## src/hw/rename_config.svh

```systemverilog
`ifndef RENAME_CONFIG_SVH
`define RENAME_CONFIG_SVH

// architectural register file
`define RN_ARCH_REGS   32
`define RN_ARCH_W      5

// physical register file
`define RN_PHYS_REGS   64
`define RN_PHYS_W      6

`define RN_CKPTS       4
`define RN_CKPT_W      2
`define RN_FREE_PTR_W  7    // tag index plus wrap bit

`endif

```

## src/hw/rename_pkg.sv

```systemverilog
`include "rename_config.svh"

package rename_pkg;

    // rv32i major opcodes
    localparam logic [6:0] OP_LUI    = 7'b0110111;
    localparam logic [6:0] OP_AUIPC  = 7'b0010111;
    localparam logic [6:0] OP_JAL    = 7'b1101111;
    localparam logic [6:0] OP_JALR   = 7'b1100111;
    localparam logic [6:0] OP_LOAD   = 7'b0000011;
    localparam logic [6:0] OP_IMM    = 7'b0010011;
    localparam logic [6:0] OP_BRANCH = 7'b1100011;
    localparam logic [6:0] OP_STORE  = 7'b0100011;

    typedef struct packed {
        logic [6:0]             opcode;
        logic [`RN_ARCH_W-1:0]  rd;
        logic [`RN_ARCH_W-1:0]  rs1;
        logic [`RN_ARCH_W-1:0]  rs2;
    } rename_req_t;

    typedef struct packed {
        logic [`RN_PHYS_W-1:0]  prs1;
        logic                   prs1_used;
        logic [`RN_PHYS_W-1:0]  prs2;
        logic                   prs2_used;
        logic [`RN_PHYS_W-1:0]  prd;
        logic                   prd_used;
        logic [`RN_PHYS_W-1:0]  old_prd;    // freed by the rob at commit
    } rename_result_t;

    typedef logic [`RN_ARCH_REGS-1:0][`RN_PHYS_W-1:0] map_image_t;

    typedef struct packed {
        map_image_t                 map_img;
        logic [`RN_FREE_PTR_W-1:0]  head;
    } checkpoint_t;

    // xN on pN, the state out of reset
    function automatic map_image_t identity_map();
        map_image_t img;
        for (int i = 0; i < `RN_ARCH_REGS; i++) begin
            img[i] = `RN_PHYS_W'(i);
        end
        return img;
    endfunction

endpackage

```

## src/hw/rename_ctrl.sv

```systemverilog
`timescale 1ns/10ps
`include "rename_config.svh"

module rename_ctrl (
    input  logic                      clk,
    input  logic                      reset,
    input  logic                      rename_valid,
    input  rename_pkg::rename_req_t   req,
    input  logic                      save,
    input  logic                      restore,
    input  logic                      commit_valid,
    input  logic                      empty,
    input  logic [`RN_PHYS_W-1:0]     head_tag,
    input  logic [`RN_PHYS_W-1:0]     rd_tag1,
    input  logic [`RN_PHYS_W-1:0]     rd_tag2,
    input  logic [`RN_PHYS_W-1:0]     old_tag,
    output logic [`RN_ARCH_W-1:0]     rd_addr1,
    output logic [`RN_ARCH_W-1:0]     rd_addr2,
    output logic                      wr_en,
    output logic [`RN_ARCH_W-1:0]     wr_addr,
    output logic [`RN_PHYS_W-1:0]     wr_tag,
    output logic                      pop,
    output logic                      push,
    output logic                      load_ckpt,
    output logic                      result_valid,
    output rename_pkg::rename_result_t result,
    output logic                      stall
);
    import rename_pkg::*;

    logic uses_rs1;
    logic uses_rs2;
    logic has_rd;
    logic accept;
    logic alloc;

    always_comb begin
        case (req.opcode)
            OP_JALR, OP_LOAD, OP_IMM: begin
                uses_rs1 = 1'b1;
                uses_rs2 = 1'b0;
            end
            OP_LUI, OP_AUIPC, OP_JAL: begin
                uses_rs1 = 1'b0;
                uses_rs2 = 1'b0;
            end
            default: begin      // r-type, branch, store
                uses_rs1 = 1'b1;
                uses_rs2 = 1'b1;
            end
        endcase
    end

    assign has_rd = (req.opcode != OP_BRANCH) && (req.opcode != OP_STORE) && (req.rd != '0);

    // restore squashes a same-cycle rename and empty drops only allocating ones
    assign accept = rename_valid && !restore && !(has_rd && empty);
    assign alloc  = accept && has_rd;

    assign rd_addr1  = req.rs1;
    assign rd_addr2  = req.rs2;
    assign wr_en     = alloc;
    assign wr_addr   = req.rd;     // also the old mapping lookup
    assign wr_tag    = head_tag;
    assign pop       = alloc;
    assign push      = commit_valid;
    assign load_ckpt = restore;
    assign stall     = empty;

    always_ff @(posedge clk or posedge reset) begin
        if (reset) begin
            result_valid <= 1'b0;
        end else begin
            result_valid <= accept;
        end
    end

    always_ff @(posedge clk) begin
        result.prs1      <= uses_rs1 ? rd_tag1 : '0;
        result.prs1_used <= uses_rs1;
        result.prs2      <= uses_rs2 ? rd_tag2 : '0;
        result.prs2_used <= uses_rs2;
        result.prd       <= alloc ? head_tag : '0;
        result.prd_used  <= alloc;
        result.old_prd   <= alloc ? old_tag : '0;
    end

endmodule

```

## src/hw/map_table.sv

```systemverilog
`timescale 1ns/10ps
`include "rename_config.svh"

module map_table (
    input  logic                    clk,
    input  logic                    reset,
    input  logic [`RN_ARCH_W-1:0]   rd_addr1,
    input  logic [`RN_ARCH_W-1:0]   rd_addr2,
    input  logic [`RN_ARCH_W-1:0]   old_addr,
    input  logic                    wr_en,
    input  logic [`RN_ARCH_W-1:0]   wr_addr,
    input  logic [`RN_PHYS_W-1:0]   wr_tag,
    input  logic                    load,
    input  rename_pkg::map_image_t  load_image,
    output logic [`RN_PHYS_W-1:0]   rd_tag1,
    output logic [`RN_PHYS_W-1:0]   rd_tag2,
    output logic [`RN_PHYS_W-1:0]   old_tag,
    output rename_pkg::map_image_t  image
);
    import rename_pkg::*;

    map_image_t map_q;

    always_ff @(posedge clk or posedge reset) begin
        if (reset) begin
            map_q <= identity_map();
        end else if (load) begin
            map_q <= load_image;        // recovery wins over the new mapping
        end else if (wr_en) begin
            map_q[wr_addr] <= wr_tag;
        end
    end

    // reads see the table as of the last edge
    assign rd_tag1 = map_q[rd_addr1];
    assign rd_tag2 = map_q[rd_addr2];
    assign old_tag = map_q[old_addr];
    assign image   = map_q;

endmodule

```

## src/hw/free_list.sv

```systemverilog
`timescale 1ns/10ps
`include "rename_config.svh"

module free_list (
    input  logic                        clk,
    input  logic                        reset,
    input  logic                        pop,
    input  logic                        push,
    input  logic [`RN_PHYS_W-1:0]       push_tag,
    input  logic                        restore,
    input  logic [`RN_FREE_PTR_W-1:0]   restore_ptr,
    output logic [`RN_PHYS_W-1:0]       head_tag,
    output logic                        empty,
    output logic [`RN_FREE_PTR_W-1:0]   head_ptr
);

    logic [`RN_PHYS_W-1:0]      mem [`RN_PHYS_REGS];
    logic [`RN_FREE_PTR_W-1:0]  head;
    logic [`RN_FREE_PTR_W-1:0]  tail;

    always_ff @(posedge clk or posedge reset) begin
        if (reset) begin
            head <= '0;
            tail <= `RN_FREE_PTR_W'(`RN_ARCH_REGS);   // upper half starts free
        end else begin
            if (restore) begin
                head <= restore_ptr;    // hands back the tags taken since the save
            end else if (pop) begin
                head <= head + 1'b1;
            end
            if (push) begin
                tail <= tail + 1'b1;
            end
        end
    end

    // slot i holds tag 32+i out of reset
    always_ff @(posedge clk or posedge reset) begin
        if (reset) begin
            for (int i = 0; i < `RN_PHYS_REGS; i++) begin
                mem[i] <= `RN_PHYS_W'(i + `RN_ARCH_REGS);
            end
        end else if (push) begin
            mem[tail[`RN_PHYS_W-1:0]] <= push_tag;
        end
    end

    assign head_tag = mem[head[`RN_PHYS_W-1:0]];
    assign empty    = (head == tail);     // wrap bits equal too
    assign head_ptr = head;

endmodule

```

## src/hw/checkpoint_store.sv

```systemverilog
`timescale 1ns/10ps
`include "rename_config.svh"

module checkpoint_store (
    input  logic                    clk,
    input  logic                    reset,
    input  logic                    save,
    input  logic [`RN_CKPT_W-1:0]   save_page,
    input  rename_pkg::checkpoint_t save_data,
    input  logic [`RN_CKPT_W-1:0]   restore_page,
    output rename_pkg::checkpoint_t restore_data
);
    import rename_pkg::*;

    checkpoint_t slots [`RN_CKPTS];

    // every page starts as the reset state of the table and free list
    always_ff @(posedge clk or posedge reset) begin
        if (reset) begin
            for (int i = 0; i < `RN_CKPTS; i++) begin
                slots[i].map_img <= identity_map();
                slots[i].head    <= '0;
            end
        end else if (save) begin
            slots[save_page] <= save_data;
        end
    end

    assign restore_data = slots[restore_page];  // old contents on a same-page save

endmodule

```

## src/hw/rename_top.sv

```systemverilog
`timescale 1ns/10ps
`include "rename_config.svh"

module rename_top (
    input  logic                        clk,
    input  logic                        reset,
    input  logic                        rename_valid,
    input  rename_pkg::rename_req_t     req,
    input  logic                        save,
    input  logic [`RN_CKPT_W-1:0]       save_page,
    input  logic                        restore,
    input  logic [`RN_CKPT_W-1:0]       restore_page,
    input  logic                        commit_valid,
    input  logic [`RN_PHYS_W-1:0]       commit_tag,
    output logic                        result_valid,
    output rename_pkg::rename_result_t  result,
    output logic                        stall
);
    import rename_pkg::*;

    logic [`RN_ARCH_W-1:0]      rd_addr1;
    logic [`RN_ARCH_W-1:0]      rd_addr2;
    logic [`RN_ARCH_W-1:0]      wr_addr;
    logic [`RN_PHYS_W-1:0]      rd_tag1;
    logic [`RN_PHYS_W-1:0]      rd_tag2;
    logic [`RN_PHYS_W-1:0]      old_tag;
    logic [`RN_PHYS_W-1:0]      wr_tag;
    logic [`RN_PHYS_W-1:0]      head_tag;
    logic [`RN_FREE_PTR_W-1:0]  head_ptr;
    logic                       wr_en;
    logic                       pop;
    logic                       push;
    logic                       load_ckpt;
    logic                       empty;
    map_image_t                 image;
    checkpoint_t                save_data;
    checkpoint_t                restore_data;

    assign save_data.map_img = image;
    assign save_data.head    = head_ptr;

    rename_ctrl u_ctrl (
        .clk          (clk),
        .reset        (reset),
        .rename_valid (rename_valid),
        .req          (req),
        .save         (save),
        .restore      (restore),
        .commit_valid (commit_valid),
        .empty        (empty),
        .head_tag     (head_tag),
        .rd_tag1      (rd_tag1),
        .rd_tag2      (rd_tag2),
        .old_tag      (old_tag),
        .rd_addr1     (rd_addr1),
        .rd_addr2     (rd_addr2),
        .wr_en        (wr_en),
        .wr_addr      (wr_addr),
        .wr_tag       (wr_tag),
        .pop          (pop),
        .push         (push),
        .load_ckpt    (load_ckpt),
        .result_valid (result_valid),
        .result       (result),
        .stall        (stall)
    );

    map_table u_map (
        .clk        (clk),
        .reset      (reset),
        .rd_addr1   (rd_addr1),
        .rd_addr2   (rd_addr2),
        .old_addr   (wr_addr),      // rd lookup for old_prd
        .wr_en      (wr_en),
        .wr_addr    (wr_addr),
        .wr_tag     (wr_tag),
        .load       (load_ckpt),
        .load_image (restore_data.map_img),
        .rd_tag1    (rd_tag1),
        .rd_tag2    (rd_tag2),
        .old_tag    (old_tag),
        .image      (image)
    );

    free_list u_free (
        .clk         (clk),
        .reset       (reset),
        .pop         (pop),
        .push        (push),
        .push_tag    (commit_tag),
        .restore     (load_ckpt),
        .restore_ptr (restore_data.head),
        .head_tag    (head_tag),
        .empty       (empty),
        .head_ptr    (head_ptr)
    );

    checkpoint_store u_ckpt (
        .clk          (clk),
        .reset        (reset),
        .save         (save),
        .save_page    (save_page),
        .save_data    (save_data),
        .restore_page (restore_page),
        .restore_data (restore_data)
    );

endmodule

```

## config.mk

```make
export PLATFORM = sky130hd
export DESIGN_NAME = rename_top
export DESIGN_NICKNAME = d
export VERILOG_FILES = /design/src/hw/rename_pkg.sv /design/src/hw/rename_ctrl.sv /design/src/hw/map_table.sv /design/src/hw/free_list.sv /design/src/hw/checkpoint_store.sv /design/src/hw/rename_top.sv
export VERILOG_INCLUDE_DIRS = /design/src /design/src/hw
export SDC_FILE = /design/constraint.sdc
export NUM_CORES = 2
export LEC_CHECK = 0
export ABC_AREA = 1
export BUFFER_PORTS_ARGS = -buffer_cell sky130_fd_sc_hd__buf_2
export CORE_MARGIN = 1
export CORE_UTILIZATION = 59
export CTS_BUF_LIST = sky130_fd_sc_hd__clkbuf_2
export DETAILED_ROUTE_END_ITERATION = 10
export GPL_TIMING_DRIVEN = 0
export PLACE_DENSITY = 0.75
export SYNTH_ARGS = -nofsm -noshare
export SYNTH_HDL_FRONTEND = slang
export SYNTH_SLANG_ARGS = --single-unit
```

## constraint.sdc

```tcl
create_clock -name clk -period 54.7 [get_ports clk]
set_clock_uncertainty 0.05 [all_clocks]
set_input_delay 5.47 -clock clk [delete_from_list [all_inputs] [get_ports clk]]
set_output_delay 5.47 -clock clk [all_outputs]
set_load 0.1 [all_outputs]
```

==> reports/metrics.csv <==
metric,value,unit
"Remaining Overflow, GRT",0,
Net Sw Power,1.21,mW
via count,68919,
Synth area leaders,"dfrtp_1, dfstp_2, o21ai_0, nand2_1, nand3_1",
largest net degree at the start of global routing,132,
post-CTS sizing,0,
Clk pwr share,24.4,%
drt pass-1 iters,9,
Detailed Route Iter0 Violations,9146,
worst path required time,49180,ps
antenna violations before repair,9,
Root Buffer,clkbuf_2,
Die Ht,344,um
"Seq/Total Area, Yosys",52.1,%
final instance area,75000,um2
r2r setup slk,50810,ps
port buffer count,59,
minimum clock period after layout,9740,ps
gr usage total,45.9,%
synth unique cells,35,
Syn Inst Count,8896,
hpwl dp,196,mm
Pint,1.92,mW
Final Hold Fails,0,
first-pass GRT wire length,402,mm
Startpoint Class,flip-flop,
violated checks,"max-capacitance violations, max-slew violations",
most common cell in the netlist,nand2_1,
Final Cycle Share,17.8,%
Pwr Total,3.13,mW
Max Clock Freq,103,MHz
clock sink count,1414,
largest area contributor in the netlist,dfrtp_1,
Final Worst Setup Slack,44960,ps
layout cells sized above 1,15.0,%
FF-to-FF Start,u_free.head_ptr[1],
peak supply drop,32.2,uV
synthesized area per cell,7.76,um2
"Primary FF master, synth",dfrtp_1,
"FFs w/ async S/R, synth",98.1,%
"EDFF count, synth",0,
Filler Cell Count,10234,
Layout Cells excl Fill,11180,
mapped cell area,69100,um2
area share of the leading cell type in the synthesized netlist,28.8,%
WL final,274,mm
Max-Cap Viols,7,
io pins,67,
"Slew Viols, Final",53,
"Arr. time, crit path",4220,ps
Worst Setup SP,u_free.head_ptr[0],
cts hold-fix bufs,0,
# H-tree levels,5,
crit path max fanout,10,
vias in the first global route,64453,
Final Util,64.7,%
die width,344,um
CTS tree,built,
RSZ-0062 raised after global routing,false,
Combinational Power Share,27.2,%
Pwr Density,41.7,nW/um2
Ys Warns,0,
clk_lat worst skew,1890,ps
syn nets,8936,
Slew HR,-8.10,%
most instantiated cells after synthesis,"nand2_1, o21ai_0, dfrtp_1",
setup violators final,0,
Post-CTS Setup Bufs,0,
worst hold start,u_ckpt.slots[513],
# DRC,0,
P&R area growth vs syn,8.63,%
synthesized flop and latch total,1414,
Least-Margin Pin Slew,1620,ps
Placed Cells,10491,
status,"complete, but fails checks",
clock-pin slew on the worst setup and hold paths,120,ps
Via density,6.16,
dpl cell area,71600,um2
Initial Util,59.5,%
post-route ant nets,0,
Setup CP Type,flip-flop to output pin,
switching fraction of total power,38.7,%
pre-CTS setup slack,45600,ps
CP Capture Type,output pin,
hold crit path type,flip-flop to flip-flop,
sequential power share,48.4,%
core area,116000,um2
final net count,9386,
Routed WL per cell,24.5,um
Site Rows,125,
Lkg Pwr,34.1,nW
clk buf depth,4,
Die ar.,118000,um2
total CTS buffers,377,
Total Neg Setup Slack,0,ps
hold_ws,435,ps
GPL Wtd Cong,1.09,
power by group through the flow:
stage	clock network, mW	registers [mW]	logic [mW]
6_report	0.762	1.51	0.851
5_1_grt	0.812	1.54	0.928
4_1_cts	0.760	1.50	0.823
3_5_place_dp	0	1.52	0.820
3_3_place_gp	0	1.52	0.794
2_1_floorplan	0	1.51	0.528
state kept, by name, indices dropped and copies added (netlist names):
signal / count
u_map.image: 192
u_ckpt.slots: 796
u_free.mem: 384
u_ctrl.result: 27
u_free.tail: 7
u_ctrl.result_valid: 1
u_free.head_ptr: 7
path summary, 6_finish.rpt:
kind / cells after the start / to
max: 7 / stall
min: 2 / u_ckpt.slots[513]
min reg2reg: 2 / u_ckpt.slots[513]
min in group asynchronous: 2 / u_ckpt.slots[124]
max in group asynchronous: 7 / u_free.mem[87]
max reg2reg: 12 / u_map.image[142]
final cells by class:
cell class                 instances  area, um2  share of cell area (%)
clock inverter                    67        343                   0.457
inverter                         651       2450                    3.27
clock buffer                     608       3040                    4.06
antenna                           14       35.0                  0.0467
tap                             1524       1910                    2.54
sequential                      1414      36000                    48.0
buffer                           690       2800                    3.73
timing repair buffer              71        609                   0.812
multi-input combinational       6141      27900                    37.1
critical path: stages (launching register included):
cell	delay, ps
dfrtp_1	470
buf_4	210
xor2_1	160
nor2_1	130
nand4_2	390
buf_2	420
inv_1	110
buf_2	420
metal layers:
layer	global-route usage, %	part of all wire [%]	vias to the layer above
met5	0	0.034	-
met4	33.0	8.1	14
met3	12.7	12	1127
met2	68.4	43	4524
met1	57.8	37	32758
li1	-	-	30496
logic make-up (layout without fill, tap and decap cells):
kind of cell    count (synthesis)  in the layout  synth area share [%]
simple gates                 3753           3753                  22.2
xor+xnor                       14             14                 0.178
buf+inv                      1341           2087                  7.59
compound gates               2372           2372                  17.9
flops                        1414           1414                  52.1
other cells                     0             14                     0
fa+ha+maj                       2              2                0.0362
cell usage in the layout, fill, tap and decap left out, types with 2 or more instances in the layout:
cell / netlist / layout
clkinv_1: 35 / 89
a21oi_1: 200 / 200
ha_1: 2 / 2
o21ai_0: 1835 / 1835
diode_2: 0 / 14
nand3_1: 793 / 793
clkbuf_2: 0 / 612
inv_2: 11 / 13
nor2_2: 0 / 3
o211ai_1: 28 / 28
xnor2_1: 2 / 2
nand2_2: 5 / 5
dfstp_2: 593 / 593
nor3_4: 5 / 5
o22ai_1: 292 / 292
inv_1: 604 / 603
clkinv_2: 0 / 7
dfrtp_1: 794 / 794
nand2_1: 2379 / 2379
xor2_1: 12 / 12
nor2_1: 484 / 481
nand4_1: 45 / 45
bufinv_16: 0 / 3
buf_6: 1 / 2
buf_1: 41 / 41
dfxtp_1: 27 / 27
a31oi_1: 12 / 12
nor3_1: 37 / 37
buf_4: 19 / 19
or2_2: 3 / 3
buf_16: 0 / 11
buf_2: 100 / 159
clkbuf_1: 529 / 525
No activity file was read; power rests on OpenSTA's default activity.
